==> src/rtl/mipsPkg.sv <==
package mipsPkg;
	localparam int dataWidth = 32;
	localparam int regAddrWidth = 5;
	localparam int regCount = 32;
	localparam logic [regAddrWidth-1:0] linkReg = 5'd31;

	// Primary opcodes
	localparam logic [5:0] opRType = 6'd0;
	localparam logic [5:0] opJ = 6'd2;
	localparam logic [5:0] opJal = 6'd3;
	localparam logic [5:0] opBeq = 6'd4;
	localparam logic [5:0] opBne = 6'd5;
	localparam logic [5:0] opAddi = 6'd8;
	localparam logic [5:0] opAddiu = 6'd9;
	localparam logic [5:0] opSlti = 6'd10;
	localparam logic [5:0] opSltiu = 6'd11;
	localparam logic [5:0] opAndi = 6'd12;
	localparam logic [5:0] opOri = 6'd13;
	localparam logic [5:0] opXori = 6'd14;
	localparam logic [5:0] opLui = 6'd15;
	localparam logic [5:0] opLw = 6'd35;
	localparam logic [5:0] opSw = 6'd43;

	// SPECIAL function field
	localparam logic [5:0] fnSll = 6'd0;
	localparam logic [5:0] fnSrl = 6'd2;
	localparam logic [5:0] fnSra = 6'd3;
	localparam logic [5:0] fnJr = 6'd8;
	localparam logic [5:0] fnAdd = 6'd32;
	localparam logic [5:0] fnAddu = 6'd33;
	localparam logic [5:0] fnSub = 6'd34;
	localparam logic [5:0] fnSubu = 6'd35;
	localparam logic [5:0] fnAnd = 6'd36;
	localparam logic [5:0] fnOr = 6'd37;
	localparam logic [5:0] fnXor = 6'd38;
	localparam logic [5:0] fnNor = 6'd39;
	localparam logic [5:0] fnSlt = 6'd42;
	localparam logic [5:0] fnSltu = 6'd43;

	localparam int aluOpWidth = 4;
	localparam logic [aluOpWidth-1:0] aluAnd = 4'd0;
	localparam logic [aluOpWidth-1:0] aluOr = 4'd1;
	localparam logic [aluOpWidth-1:0] aluAdd = 4'd2;
	localparam logic [aluOpWidth-1:0] aluNor = 4'd3;
	localparam logic [aluOpWidth-1:0] aluXor = 4'd4;
	localparam logic [aluOpWidth-1:0] aluSub = 4'd6;
	localparam logic [aluOpWidth-1:0] aluSlt = 4'd7;
	localparam logic [aluOpWidth-1:0] aluLui = 4'd8;
	localparam logic [aluOpWidth-1:0] aluSll = 4'd10;
	localparam logic [aluOpWidth-1:0] aluSrl = 4'd13;
	localparam logic [aluOpWidth-1:0] aluSltu = 4'd14;
	localparam logic [aluOpWidth-1:0] aluSra = 4'd15;

	localparam logic [1:0] srcBReg = 2'd0;
	localparam logic [1:0] srcBImm = 2'd1;
	localparam logic [1:0] srcBShamt = 2'd2;

	localparam logic [1:0] wbAlu = 2'd0;
	localparam logic [1:0] wbMem = 2'd1;
	localparam logic [1:0] wbLink = 2'd2;

	localparam logic [1:0] fwdNone = 2'd0;
	localparam logic [1:0] fwdMem = 2'd1;
	localparam logic [1:0] fwdWb = 2'd2;

	typedef struct packed {
		logic [5:0] opcode;
		logic [4:0] rs;
		logic [4:0] rt;
		logic [4:0] rd;
		logic [4:0] shamt;
		logic [5:0] funct;
	} rFields_t;

	typedef struct packed {
		logic [5:0] opcode;
		logic [4:0] rs;
		logic [4:0] rt;
		logic [15:0] imm16;
	} iFields_t;

	typedef struct packed {
		logic [5:0] opcode;
		logic [25:0] target26;
	} jFields_t;

	// One instruction word, three field layouts
	typedef union packed {
		rFields_t r;
		iFields_t i;
		jFields_t j;
	} instrWord_t;
endpackage

==> src/rtl/fetchStage.sv <==
`timescale 1ns/1ps
module fetchStage import mipsPkg::*; (
	input  logic Clk,
	input  logic arstN,
	input  logic stall,
	input  logic freeze,
	input  logic flushId,
	input  logic redirect,
	input  logic [dataWidth-1:0] redirectPc,
	output logic [dataWidth-1:0] instrAddr,
	input  logic [dataWidth-1:0] instrData,
	output instrWord_t idInstr,
	output logic [dataWidth-1:0] idPc
);
	logic [dataWidth-1:0] pc;

	assign instrAddr = pc;

	always_ff @(posedge Clk or negedge arstN) begin
		if (!arstN) begin
			pc <= '0;
			idInstr <= '0;
		end else if (!freeze) begin
			if (!stall)
				pc <= redirect ? redirectPc : pc + 32'd4;
			if (flushId)
				idInstr <= '0; // Bubble, decodes as sll r0
			else if (!stall)
				idInstr <= instrData;
		end
	end

	always_ff @(posedge Clk) begin
		if (!freeze && !stall)
			idPc <= pc;
	end
endmodule

==> src/rtl/decodeUnit.sv <==
`timescale 1ns/1ps
module decodeUnit import mipsPkg::*; (
	input  instrWord_t idInstr,
	input  logic [dataWidth-1:0] idPc,
	output logic [aluOpWidth-1:0] aluOp,
	output logic [1:0] srcB,
	output logic [dataWidth-1:0] imm,
	output logic [regAddrWidth-1:0] dest,
	output logic regWrite,
	output logic memRead,
	output logic memWrite,
	output logic [1:0] wbSel,
	output logic isBranchEq,
	output logic isBranchNe,
	output logic isJr,
	output logic jump,
	output logic [dataWidth-1:0] jumpTarget
);
	logic zeroExt;

	always_comb begin
		aluOp = aluAdd;
		srcB = srcBImm;
		zeroExt = 1'b0;
		dest = idInstr.i.rt;
		regWrite = 1'b0;
		memRead = 1'b0;
		memWrite = 1'b0;
		wbSel = wbAlu;
		isBranchEq = 1'b0;
		isBranchNe = 1'b0;
		isJr = 1'b0;
		jump = 1'b0;
		case (idInstr.r.opcode)
			opRType: begin
				dest = idInstr.r.rd;
				srcB = srcBReg;
				regWrite = 1'b1;
				case (idInstr.r.funct)
					fnAdd, fnAddu: aluOp = aluAdd;
					fnSub, fnSubu: aluOp = aluSub;
					fnAnd: aluOp = aluAnd;
					fnOr: aluOp = aluOr;
					fnXor: aluOp = aluXor;
					fnNor: aluOp = aluNor;
					fnSlt: aluOp = aluSlt;
					fnSltu: aluOp = aluSltu;
					fnSll, fnSrl, fnSra: begin
						srcB = srcBShamt;
						aluOp = (idInstr.r.funct == fnSll) ? aluSll :
							(idInstr.r.funct == fnSrl) ? aluSrl : aluSra;
					end
					fnJr: begin
						regWrite = 1'b0;
						isJr = 1'b1;
					end
					default: regWrite = 1'b0; // Unsupported funct runs as a NOP
				endcase
			end
			opAddi, opAddiu: regWrite = 1'b1;
			opSlti: begin
				aluOp = aluSlt;
				regWrite = 1'b1;
			end
			opSltiu: begin
				aluOp = aluSltu;
				regWrite = 1'b1;
			end
			opAndi, opOri, opXori, opLui: begin
				zeroExt = 1'b1;
				regWrite = 1'b1;
				aluOp = (idInstr.i.opcode == opAndi) ? aluAnd :
					(idInstr.i.opcode == opOri) ? aluOr :
					(idInstr.i.opcode == opXori) ? aluXor : aluLui;
			end
			opLw: begin
				regWrite = 1'b1;
				memRead = 1'b1;
				wbSel = wbMem;
			end
			opSw: memWrite = 1'b1;
			opBeq: isBranchEq = 1'b1;
			opBne: isBranchNe = 1'b1;
			opJ: jump = 1'b1;
			opJal: begin
				jump = 1'b1;
				regWrite = 1'b1;
				dest = linkReg;
				wbSel = wbLink;
			end
			default: ;
		endcase
	end

	assign imm = zeroExt ? {16'b0, idInstr.i.imm16} : {{16{idInstr.i.imm16[15]}}, idInstr.i.imm16};
	assign jumpTarget = {idPc[31:28], idInstr.j.target26, 2'b00};
endmodule

==> src/rtl/registerFile.sv <==
`timescale 1ns/1ps
module registerFile import mipsPkg::*; (
	input  logic Clk,
	input  logic arstN,
	input  logic [regAddrWidth-1:0] rsAddr,
	input  logic [regAddrWidth-1:0] rtAddr,
	output logic [dataWidth-1:0] rsData,
	output logic [dataWidth-1:0] rtData,
	input  logic wbWe,
	input  logic [regAddrWidth-1:0] wbDest,
	input  logic [dataWidth-1:0] wbData
);
	logic [dataWidth-1:0] regs [regCount];

	always_ff @(posedge Clk or negedge arstN) begin
		if (!arstN) begin
			for (int k = 0; k < regCount; k++)
				regs[k] <= '0;
		end else if (wbWe && wbDest != '0) begin
			regs[wbDest] <= wbData;
		end
	end

	// Write-through so decode sees the value being written back
	assign rsData = (rsAddr == '0) ? '0 : (wbWe && wbDest == rsAddr) ? wbData : regs[rsAddr];
	assign rtData = (rtAddr == '0) ? '0 : (wbWe && wbDest == rtAddr) ? wbData : regs[rtAddr];
endmodule

==> src/rtl/hazardUnit.sv <==
`timescale 1ns/1ps
module hazardUnit import mipsPkg::*; (
	input  logic [regAddrWidth-1:0] idRs,
	input  logic [regAddrWidth-1:0] idRt,
	input  logic [regAddrWidth-1:0] exRs,
	input  logic [regAddrWidth-1:0] exRt,
	input  logic exMemRead,
	input  logic [regAddrWidth-1:0] exDest,
	input  logic [regAddrWidth-1:0] memDest,
	input  logic memRegWrite,
	input  logic [regAddrWidth-1:0] wbDest,
	input  logic wbWe,
	input  logic branchTaken,
	input  logic jump,
	output logic [1:0] fwdA,
	output logic [1:0] fwdB,
	output logic stall,
	output logic flushId,
	output logic flushEx
);
	logic loadUse;

	// Youngest producer wins
	function automatic logic [1:0] fwdSel(input logic [regAddrWidth-1:0] src);
		if (src == '0)
			return fwdNone;
		if (memRegWrite && memDest == src)
			return fwdMem;
		if (wbWe && wbDest == src)
			return fwdWb;
		return fwdNone;
	endfunction

	assign fwdA = fwdSel(exRs);
	assign fwdB = fwdSel(exRt);

	assign loadUse = exMemRead && exDest != '0 && (exDest == idRs || exDest == idRt);
	assign stall = loadUse && !branchTaken;
	assign flushId = branchTaken || (jump && !loadUse); // Held jump redirects next cycle
	assign flushEx = branchTaken;
endmodule

==> src/rtl/executeStage.sv <==
`timescale 1ns/1ps
module executeStage import mipsPkg::*; (
	input  logic Clk,
	input  logic arstN,
	input  logic freeze,
	input  logic stall,
	input  logic flushEx,
	input  logic [aluOpWidth-1:0] aluOp,
	input  logic [1:0] srcB,
	input  logic [dataWidth-1:0] imm,
	input  logic [regAddrWidth-1:0] dest,
	input  logic regWrite,
	input  logic idMemRead,
	input  logic idMemWrite,
	input  logic [1:0] wbSel,
	input  logic isBranchEq,
	input  logic isBranchNe,
	input  logic isJr,
	input  logic [dataWidth-1:0] rsData,
	input  logic [dataWidth-1:0] rtData,
	input  instrWord_t idInstr,
	input  logic [dataWidth-1:0] idPc,
	input  logic [1:0] fwdA,
	input  logic [1:0] fwdB,
	input  logic [dataWidth-1:0] memFwdData,
	input  logic [dataWidth-1:0] wbData,
	output logic branchTaken,
	output logic [dataWidth-1:0] branchTarget,
	output logic [dataWidth-1:0] memAddr,
	output logic [dataWidth-1:0] memStoreData,
	output logic memRead,
	output logic memWrite,
	output logic memRegWrite,
	output logic [1:0] memWbSel,
	output logic [dataWidth-1:0] memLink,
	output logic [regAddrWidth-1:0] memDest,
	output logic [regAddrWidth-1:0] exRs,
	output logic [regAddrWidth-1:0] exRt,
	output logic [regAddrWidth-1:0] exDest,
	output logic exMemRead
);
	logic [aluOpWidth-1:0] exAluOp;
	logic [1:0] exSrcB, exWbSel;
	logic exRegWrite, exMemWrite, exBranchEq, exBranchNe, exJr;
	logic [dataWidth-1:0] exImm, exRsData, exRtData, exPc;
	instrWord_t exInstr;
	logic [dataWidth-1:0] opA, rtVal, aluA, aluB, aluRes;
	logic isShift;

	always_ff @(posedge Clk or negedge arstN) begin
		if (!arstN) begin
			{exRegWrite, exMemRead, exMemWrite, exBranchEq, exBranchNe, exJr} <= '0;
			exDest <= '0;
		end else if (!freeze) begin
			if (flushEx || stall) begin
				{exRegWrite, exMemRead, exMemWrite, exBranchEq, exBranchNe, exJr} <= '0;
				exDest <= '0;
			end else begin
				{exRegWrite, exMemRead, exMemWrite} <= {regWrite, idMemRead, idMemWrite};
				{exBranchEq, exBranchNe, exJr} <= {isBranchEq, isBranchNe, isJr};
				exDest <= dest;
			end
		end
	end

	always_ff @(posedge Clk) begin
		if (!freeze) begin
			exAluOp <= aluOp;
			exSrcB <= srcB;
			exWbSel <= wbSel;
			exImm <= imm;
			exRsData <= rsData;
			exRtData <= rtData;
			exInstr <= idInstr;
			exPc <= idPc;
		end
	end

	assign exRs = exInstr.r.rs;
	assign exRt = exInstr.r.rt;

	always_comb begin
		case (fwdA)
			fwdMem: opA = memFwdData;
			fwdWb: opA = wbData;
			default: opA = exRsData;
		endcase
		case (fwdB)
			fwdMem: rtVal = memFwdData;
			fwdWb: rtVal = wbData;
			default: rtVal = exRtData;
		endcase
	end

	// Shifts take rt as the shifted value
	assign isShift = exAluOp inside {aluSll, aluSrl, aluSra};
	assign aluA = isShift ? rtVal : opA;

	always_comb begin
		case (exSrcB)
			srcBImm: aluB = exImm;
			srcBShamt: aluB = {{(dataWidth-5){1'b0}}, exInstr.r.shamt};
			default: aluB = rtVal;
		endcase
		case (exAluOp)
			aluAnd: aluRes = aluA & aluB;
			aluOr: aluRes = aluA | aluB;
			aluXor: aluRes = aluA ^ aluB;
			aluNor: aluRes = ~(aluA | aluB);
			aluSub: aluRes = aluA - aluB;
			aluSlt: aluRes = {{(dataWidth-1){1'b0}}, $signed(aluA) < $signed(aluB)};
			aluSltu: aluRes = {{(dataWidth-1){1'b0}}, aluA < aluB};
			aluSll: aluRes = aluA << aluB[4:0];
			aluSrl: aluRes = aluA >> aluB[4:0];
			aluSra: aluRes = $signed(aluA) >>> aluB[4:0];
			aluLui: aluRes = {aluB[15:0], 16'b0};
			default: aluRes = aluA + aluB;
		endcase
	end

	assign branchTaken = (exBranchEq && opA == rtVal) || (exBranchNe && opA != rtVal) || exJr;
	assign branchTarget = exJr ? opA : exPc + 32'd4 + {exImm[dataWidth-3:0], 2'b00};

	always_ff @(posedge Clk or negedge arstN) begin
		if (!arstN) begin
			{memRead, memWrite, memRegWrite} <= '0;
			memDest <= '0;
		end else if (!freeze) begin
			{memRead, memWrite, memRegWrite} <= {exMemRead, exMemWrite, exRegWrite};
			memDest <= exDest;
		end
	end

	always_ff @(posedge Clk) begin
		if (!freeze) begin
			memAddr <= aluRes;
			memStoreData <= rtVal;
			memWbSel <= exWbSel;
			memLink <= exPc + 32'd4; // Return address for JAL
		end
	end
endmodule

==> src/rtl/memoryStage.sv <==
`timescale 1ns/1ps
module memoryStage import mipsPkg::*; (
	input  logic Clk,
	input  logic arstN,
	input  logic [dataWidth-1:0] memAddr,
	input  logic [dataWidth-1:0] memStoreData,
	input  logic memRead,
	input  logic memWrite,
	input  logic memRegWrite,
	input  logic [1:0] memWbSel,
	input  logic [dataWidth-1:0] memLink,
	input  logic [regAddrWidth-1:0] memDest,
	output logic dataCyc,
	output logic dataStb,
	output logic dataWe,
	output logic [dataWidth-1:0] dataAdr,
	output logic [dataWidth-1:0] dataDatW,
	input  logic [dataWidth-1:0] dataDatR,
	input  logic dataAck,
	output logic freeze,
	output logic [dataWidth-1:0] memFwdData,
	output logic wbWe,
	output logic [regAddrWidth-1:0] wbDest,
	output logic [dataWidth-1:0] wbData
);
	logic access;

	// EX/MEM holds still while frozen, so the bus stays stable until ack
	assign access = memRead | memWrite;
	assign dataCyc = access;
	assign dataStb = access;
	assign dataWe = memWrite;
	assign dataAdr = memAddr;
	assign dataDatW = memStoreData;
	assign freeze = access & ~dataAck;

	// Also feeds EX forwarding; load data is valid in the ack cycle
	always_comb begin
		case (memWbSel)
			wbMem: memFwdData = dataDatR;
			wbLink: memFwdData = memLink;
			default: memFwdData = memAddr;
		endcase
	end

	always_ff @(posedge Clk or negedge arstN) begin
		if (!arstN) begin
			wbWe <= 1'b0;
			wbDest <= '0;
		end else if (!freeze) begin
			wbWe <= memRegWrite;
			wbDest <= memDest;
		end
	end

	always_ff @(posedge Clk) begin
		if (!freeze)
			wbData <= memFwdData;
	end
endmodule

==> src/rtl/mipsCore.sv <==
`timescale 1ns/1ps
module mipsCore import mipsPkg::*; (
	input  logic Clk,
	input  logic arstN,
	output logic [dataWidth-1:0] instrAddr,
	input  logic [dataWidth-1:0] instrData,
	output logic dataCyc,
	output logic dataStb,
	output logic dataWe,
	output logic [dataWidth-1:0] dataAdr,
	output logic [dataWidth-1:0] dataDatW,
	input  logic [dataWidth-1:0] dataDatR,
	input  logic dataAck
);
	instrWord_t idInstr;
	logic [dataWidth-1:0] idPc;
	logic [aluOpWidth-1:0] aluOp;
	logic [1:0] srcB, wbSel, memWbSel;
	logic [dataWidth-1:0] imm, jumpTarget;
	logic [regAddrWidth-1:0] dest, exRs, exRt, exDest, memDest, wbDest;
	logic regWrite, idMemRead, idMemWrite;
	logic isBranchEq, isBranchNe, isJr, jump;
	logic [dataWidth-1:0] rsData, rtData;
	logic [1:0] fwdA, fwdB;
	logic stall, flushId, flushEx, memBusy;
	logic branchTaken, exMemRead;
	logic [dataWidth-1:0] branchTarget, memAddr, memStoreData, memLink, memFwdData, wbData;
	logic memRead, memWrite, memRegWrite, wbWe;
	logic redirect;
	logic [dataWidth-1:0] redirectPc;

	// Branch in EX is older than a jump in ID
	assign redirect = branchTaken | jump;
	assign redirectPc = branchTaken ? branchTarget : jumpTarget;

	fetchStage fetchStage_inst (.Clk(Clk), .arstN(arstN), .stall(stall), .freeze(memBusy),
		.flushId(flushId), .redirect(redirect), .redirectPc(redirectPc),
		.instrAddr(instrAddr), .instrData(instrData), .idInstr(idInstr), .idPc(idPc));

	decodeUnit decodeUnit_inst (.idInstr(idInstr), .idPc(idPc), .aluOp(aluOp), .srcB(srcB),
		.imm(imm), .dest(dest), .regWrite(regWrite), .memRead(idMemRead),
		.memWrite(idMemWrite), .wbSel(wbSel), .isBranchEq(isBranchEq),
		.isBranchNe(isBranchNe), .isJr(isJr), .jump(jump), .jumpTarget(jumpTarget));

	registerFile registerFile_inst (.Clk(Clk), .arstN(arstN), .rsAddr(idInstr.r.rs),
		.rtAddr(idInstr.r.rt), .rsData(rsData), .rtData(rtData), .wbWe(wbWe),
		.wbDest(wbDest), .wbData(wbData));

	hazardUnit hazardUnit_inst (.idRs(idInstr.r.rs), .idRt(idInstr.r.rt), .exRs(exRs),
		.exRt(exRt), .exMemRead(exMemRead), .exDest(exDest), .memDest(memDest),
		.memRegWrite(memRegWrite), .wbDest(wbDest), .wbWe(wbWe), .branchTaken(branchTaken),
		.jump(jump), .fwdA(fwdA), .fwdB(fwdB), .stall(stall), .flushId(flushId),
		.flushEx(flushEx));

	executeStage executeStage_inst (.Clk(Clk), .arstN(arstN), .freeze(memBusy),
		.stall(stall), .flushEx(flushEx), .aluOp(aluOp), .srcB(srcB), .imm(imm),
		.dest(dest), .regWrite(regWrite), .idMemRead(idMemRead), .idMemWrite(idMemWrite),
		.wbSel(wbSel), .isBranchEq(isBranchEq), .isBranchNe(isBranchNe), .isJr(isJr),
		.rsData(rsData), .rtData(rtData), .idInstr(idInstr), .idPc(idPc), .fwdA(fwdA),
		.fwdB(fwdB), .memFwdData(memFwdData), .wbData(wbData), .branchTaken(branchTaken),
		.branchTarget(branchTarget), .memAddr(memAddr), .memStoreData(memStoreData),
		.memRead(memRead), .memWrite(memWrite), .memRegWrite(memRegWrite),
		.memWbSel(memWbSel), .memLink(memLink), .memDest(memDest), .exRs(exRs),
		.exRt(exRt), .exDest(exDest), .exMemRead(exMemRead));

	memoryStage memoryStage_inst (.Clk(Clk), .arstN(arstN), .memAddr(memAddr),
		.memStoreData(memStoreData), .memRead(memRead), .memWrite(memWrite),
		.memRegWrite(memRegWrite), .memWbSel(memWbSel), .memLink(memLink),
		.memDest(memDest), .dataCyc(dataCyc), .dataStb(dataStb), .dataWe(dataWe),
		.dataAdr(dataAdr), .dataDatW(dataDatW), .dataDatR(dataDatR), .dataAck(dataAck),
		.freeze(memBusy), .memFwdData(memFwdData), .wbWe(wbWe), .wbDest(wbDest),
		.wbData(wbData));
endmodule

==> config.mk <==
export PLATFORM = sky130hd
export DESIGN_NAME = mipsCore
export DESIGN_NICKNAME = d
export VERILOG_FILES = /design/src/rtl/mipsPkg.sv /design/src/rtl/fetchStage.sv /design/src/rtl/decodeUnit.sv /design/src/rtl/registerFile.sv /design/src/rtl/hazardUnit.sv /design/src/rtl/executeStage.sv /design/src/rtl/memoryStage.sv /design/src/rtl/mipsCore.sv
export SDC_FILE = /design/constraint.sdc
export NUM_CORES = 2
export LEC_CHECK = 0
export BUFFER_PORTS_ARGS = -buffer_cell sky130_fd_sc_hd__buf_2
export CAP_MARGIN = 20
export CORE_UTILIZATION = 45
export CTS_CLUSTER_SIZE = 24
export DETAILED_ROUTE_END_ITERATION = 12
export GPL_TIMING_DRIVEN = 0
export PLACE_DENSITY = 0.59
export SETUP_SLACK_MARGIN = 0.5
export SLEW_MARGIN = 0
export SYNTH_ARGS = -nofsm -noshare
export SYNTH_HDL_FRONTEND = slang
export SYNTH_SLANG_ARGS = --single-unit
==> constraint.sdc <==
create_clock -name Clk -period 20.3 [get_ports Clk]
set_input_delay 1.015 -clock Clk [delete_from_list [all_inputs] [get_ports Clk]]
set_output_delay 1.015 -clock Clk [all_outputs]
set_load 0.005 [all_outputs]
Word-level counts from Yosys, hierarchy flattened. Index checks and enable logic that the tools add are counted. Widths: inputs -> output; s select.

Word-level logic and storage cells: 260. Output and inout bits: 99. Register bits after elaboration: 1422.

Multiplexer cells: 73. Order comparisons: 6. Shift-type cells: 3. Equal/unequal tests: 56. Reduce and logical (&&, ||, !) cells: 42. Add/subtract/negate cells: 5. Bitwise operators: 13.

Operator list (count): $bwmux 1024 (1); $mux 32 (13); $pmux 32 s11 (1); $bmux 32 s5 (2); $pmux 32 s2 (4); $demux 32 s5 (1); $eq 6x6->1 const B (12); $add 32x3->32 const B (2); $add 32x32->32 (2); $lt 32x32->1 (2); $eq 6x4->1 const B (9); $eq 5x5->1 (8); $and 32x32->32 (1); $eq 32x32->1 (1); $ne 32x32->1 (1); $not 32->32 (1); $or 32x32->32 (1); $pmux 4 s8 (1); $shl 32x5->32 (1); $shr 32x5->32 (1); $sshr 32x5->32 (1); $sub 32x32->32 (1); $xor 32x32->32 (1); $mux 2 (14); other kinds (36) (116).

Longest topological paths before layout.
Depth after elaboration: 19. Mapped depth: 31.

By module. A second synthesis with hierarchy kept.

Cells, all modules: 6954. Area total of the unflattened synthesis: 84992.8 sq um.

Modules (own cells, without submodules): registerFile (cells an instance 3815, times used 1, sequential area each 25624.6 sq um, area an instance 54826.3 sq um); executeStage (cells an instance 2324, times used 1, sequential area each 7952.6 sq um, area an instance 21772.1 sq um); fetchStage (cells an instance 354, times used 1, sequential area each 2562.5 sq um, area an instance 4135.2 sq um); memoryStage (cells an instance 226, times used 1, sequential area each 1111.1 sq um, area an instance 2321.0 sq um); decodeUnit (cells an instance 141, times used 1, sequential area each 0.0 sq um, area an instance 967.2 sq um); mipsCore (cells an instance 37, times used 1, sequential area each 0.0 sq um, area an instance 546.8 sq um); hazardUnit (cells an instance 57, times used 1, sequential area each 0.0 sq um, area an instance 424.2 sq um).

Least setup slack after synthesis. No wires, ideal clock.

Path type: input port to flip-flop. Start point: input port dataAck. End point: register executeStage_inst.exAluOp[0], enable pin. Library setup time: 726 ps. Data required time: 19574 ps. Setup slack: 10974 ps. Stages on the path: 4. Arrival time: 8599 ps. Cells stage by stage: nor2b_1 -> clkbuf_1 -> inv_1 -> buf_1.

Cells in the longest elaborated chain, start to end: 2.

RTL lines: start: declaration (RTL line mipsCore.sv:13) `input logic dataAck`; $not 1->1 (RTL line memoryStage.sv:35) `assign freeze = access & ~dataAck;`; $and 1x1->1 (RTL line memoryStage.sv:35); end signal: assignment (RTL line executeStage.sv:68) `exAluOp <= aluOp;`; end: declaration (RTL line executeStage.sv:42) `logic [aluOpWidth-1:0] exAluOp;`.

No other way between the ends. A chain may end at the register's enable or synchronous reset.

Final worst setup path.
Start point: register memoryStage_inst.wbDest[0]. End point: register executeStage_inst.memAddr[22], data pin.

Cells in the longest elaborated chain, start to end: 14. Elaborated cells on any way between the ends: 36. Those cells by class: add/sub (2); eq/ne (6); shift (3); mux (19); bitwise (4); reduce/logical (2).

RTL lines: start: declaration (RTL line memoryStage.sv:23) `output logic [regAddrWidth-1:0] wbDest,`; start signal: assignment (RTL line memoryStage.sv:52) `wbDest <= memDest;`; parallel branches: the longest is 13 deep, another holds $add 32x32->32; $pmux 32 s11 * (RTL line executeStage.sv:105) `case (exAluOp)`; named net executeStage_inst.aluRes[22] (RTL line executeStage.sv:47) `logic [dataWidth-1:0] opA, rtVal, aluA, aluB, aluRes;`; end signal: assignment (RTL line executeStage.sv:136) `memAddr <= aluRes;`; end: declaration (RTL line executeStage.sv:29) `output logic [dataWidth-1:0] memAddr,`.

Mark *: on every way through the listed nets, which the timed path passes. The select of a mux whose other input is x is not followed.

==> flow_summary_export.csv <==
group,metric,value,unit
power,total_power,12.34,mW
layout,fin_area,0.09594,mm^2
synthesis,yosys.area.top_type_share,32.93,%
run_status,status,"completed",
cts,cts_resized,0,
setup_path,critPathSlowestCell,"clkbuf_1",
cts,cts_tree,"yes",
floorplanning,die_w,435.5,um
synthesis,seq_area_frac_synth,43.33,%
sta,final.min_clock_period,12150,ps
placement,portBuffers,165,
global_route,grt_start_max_net_pins,167,
global_route,busiest_layer,"met2",
floorplanning,core_area,0.1860,mm^2
global_route,grt_use_met1,51.73,%
power,cellPowerDensity,128.6,mW/mm^2
synthesis,synth_edf_count,293,
floorplanning,die_area,0.1897,mm^2
setup_path,crit_family,"compound AO/OA/AOI/OAI gates",
sta,fmax,0.08232,GHz
sta,fin_hold_ws,63.00,ps
setup_path,critPathCaptureType,"flip-flop",
synthesis,synth_area_leaders,"dfrtp_1, mux4_2, mux2_2",
synthesis,ys_warn_count,0,
synthesis,synth_most_common_cell,"dfrtp_1",
run,drv_cap,0,
worst_hold_path,min_path_type,"input port to async pin",
synthesis,syn_nets,7006,
synthesis,synthDistinctLibCells,102,
sta,worstMarginPinSlew,1386,ps
synthesis,postSynth.asyncResetShare,79.16,%
detailed_routing,via_per_inst,6.916,
sta,slew_headroom,7.614,%
synthesis,synth_area_per_cell,12.42,um^2
floorplanning,ios,166,
setup_path,slowest_delay,770,ps
layout,area_growth_syn_to_layout,13.43,%
sta,setup_viol,0,
setup_path,start_kind,"flip-flop",
power,leakage,41.47,nW
cts,clockBufferDepth,3,
sta,hold_viol_final,0,
placement,hpwl,304600,um
cts,insertion_delay,850,ps
cts,postCtsSetupRepairBufs,0,
floorplanning,start_util,45.47,%
cts,clkSlewWorstSetupHoldPaths,60,ps
setup_path,cp.arrival,12570,ps
sta,period_share,59.84,%
setup_path,critPathKind,"flip-flop to flip-flop",
global_route,grt_pass1_wl,543500,um
cts,cts_root_buf,"clkbuf_16",
power,vdd_drop_max,0.09271,mV
setup_path,path_common_cell,"clkbuf_1",
detailed_routing,first_iter_violations,9518,
sta,rsz0062_at_grt,"no",
setup_path,cp_max_fo,11,
placement,place_ws,8744,ps
cts,ctsHtreeMaxLevel,4,
setup_path,path_buf_inv,7,
detailed_routing,postRouteAntennaNets,0,
layout,final_nets,7457,
detailed_routing,vias,68340,
synthesis,synth_top_area_cell,"dfrtp_1",
sta,slew_viol_final,0,
detailed_routing,drc,0,
global_route,use_met3,9.904,%
sta,skew,44.49,ps
detailed_routing,firstDrtPassIters,7,
layout,drive_gt1_share,31.27,%
setup_path,critical_path_required,20720,ps
detailed_routing,routed_wl,394700,um
synthesis,syn_inst,6810,
cts,numCtsBuffers,160,
global_route,grt-ovfl-total,0,
cts,clock_sinks,1406,
detailed_routing,wl_per_cell,39.94,um
sta,worst_slack,8153,ps
cts,postCtsHoldBufs,0,
floorplanning,chipHeight,435.5,um
global_route,grt_usage,41.13,%
synthesis,ys_seq_elements,1406,
global_route,grt_pass1_vias,66750,
synthesis,netlist_area,0.08458,mm^2
global_route,grt_use_met2,61.21,%
synthesis,synth_common_cells,"dfrtp_1, mux2_2, mux4_2",
global_route,antenna_found_initial,13,
floorplanning,rows,158,
placement,place.gp.congestion,1.042,
synthesis,ys.flop_type,"dfrtp_1",
placement,post_dp_cell_area,0.09029,mm^2
[per-layer routing]
layer  vias up  part of all wire (%)  wire, um
met5         -                 0.011        45
met4         8                   9.4     37040
met3      1227                   9.6     37870
met2      4443                    44    172500
met1     35610                    37    147200
li1      27050                     -         -
[through the flow]
step           TNS (ps)  utilization [%]  cells
6_report              0            51.57   9882
5_1_grt               0            51.57   9878
4_1_cts               0            51.48   9864
3_5_place_dp          0            48.53   9565
3_3_place_gp   -7054330            47.58   9455
2_1_floorplan         0                -   6810
[flip-flops by register name, summed over array words and instances, names as in the netlist, 5 cells and up]
signal,flops
executeStage_inst.exDest,5
executeStage_inst.exInstr,26
executeStage_inst.exPc,32
executeStage_inst.exRsData,32
executeStage_inst.exRtData,32
executeStage_inst.memAddr,32
executeStage_inst.memDest,5
executeStage_inst.memLink,32
executeStage_inst.memStoreData,32
fetchStage_inst.idInstr,32
fetchStage_inst.idPc,32
fetchStage_inst.instrAddr,32
memoryStage_inst.wbData,32
memoryStage_inst.wbDest,5
registerFile_inst.regs,1024
[cells in the final DEF, fill, tap and decap left out, types with 196 or more instances in the layout]
master | Yosys | routed
dfrtp_1 | 1113 | 1113
mux2_2 | 1045 | 1045
mux4_2 | 570 | 570
clkbuf_1 | 471 | 494
nand2_1 | 349 | 349
nor2_1 | 348 | 348
edfxtp_1 | 293 | 293
mux2i_1 | 235 | 235
buf_2 | 29 | 230
a21oi_1 | 201 | 201
o21ai_0 | 198 | 196
[power by group]
part           switching (mW)  internal [mW]  leakage [nW]
clock                    1.30           1.75          2.66
sequential              0.842           3.80          18.3
combinational            2.78           1.87          20.5
total                    4.92           7.42          41.5
[final cells by class]
cell class / instances / area (um^2)
fillers: 16310 / 90090
multi-input cells: 4579 / 44820
flip-flops and latches: 1406 / 36650
clock buffers: 229 / 4628
well taps: 2480 / 3103
plain buffers: 673 / 2663
repair buffers: 289 / 2654
clock inverters: 70 / 845.8
inverters: 152 / 570.5
diodes: 4 / 10.01
[cells by family (layout without fill, tap and decap cells)]
group | after synthesis | after routing | share of synthesized area [%]
mux | 1851 | 1851 | 31.89
flops | 1406 | 1406 | 43.33
compound gates | 1291 | 1291 | 11.00
simple gates | 1129 | 1129 | 6.235
buf+inv | 825 | 1413 | 3.753
xor+xnor | 179 | 179 | 1.854
fa+ha+maj | 129 | 129 | 1.935
other cells | 0 | 4 | 0
[path summary, 6_finish.rpt]
path / start / end / slack, ps / cells after the start
setup / recovery: memoryStage_inst.wbDest[0] / executeStage_inst.memAddr[22] / 8150 / 25
hold / removal: arstN / registerFile_inst.regs[260] / 60 / 1
setup reg to reg: memoryStage_inst.wbDest[0] / executeStage_inst.memAddr[22] / 8150 / 25
hold reg to reg: fetchStage_inst.idPc[8] / executeStage_inst.exPc[8] / 410 / 0
max in group asynchronous: arstN / registerFile_inst.regs[342] / 17830 / 4
min in group Clk: instrData[2] / fetchStage_inst.idInstr[2] / 410 / 3
Power figures use the tool's default switching activity.
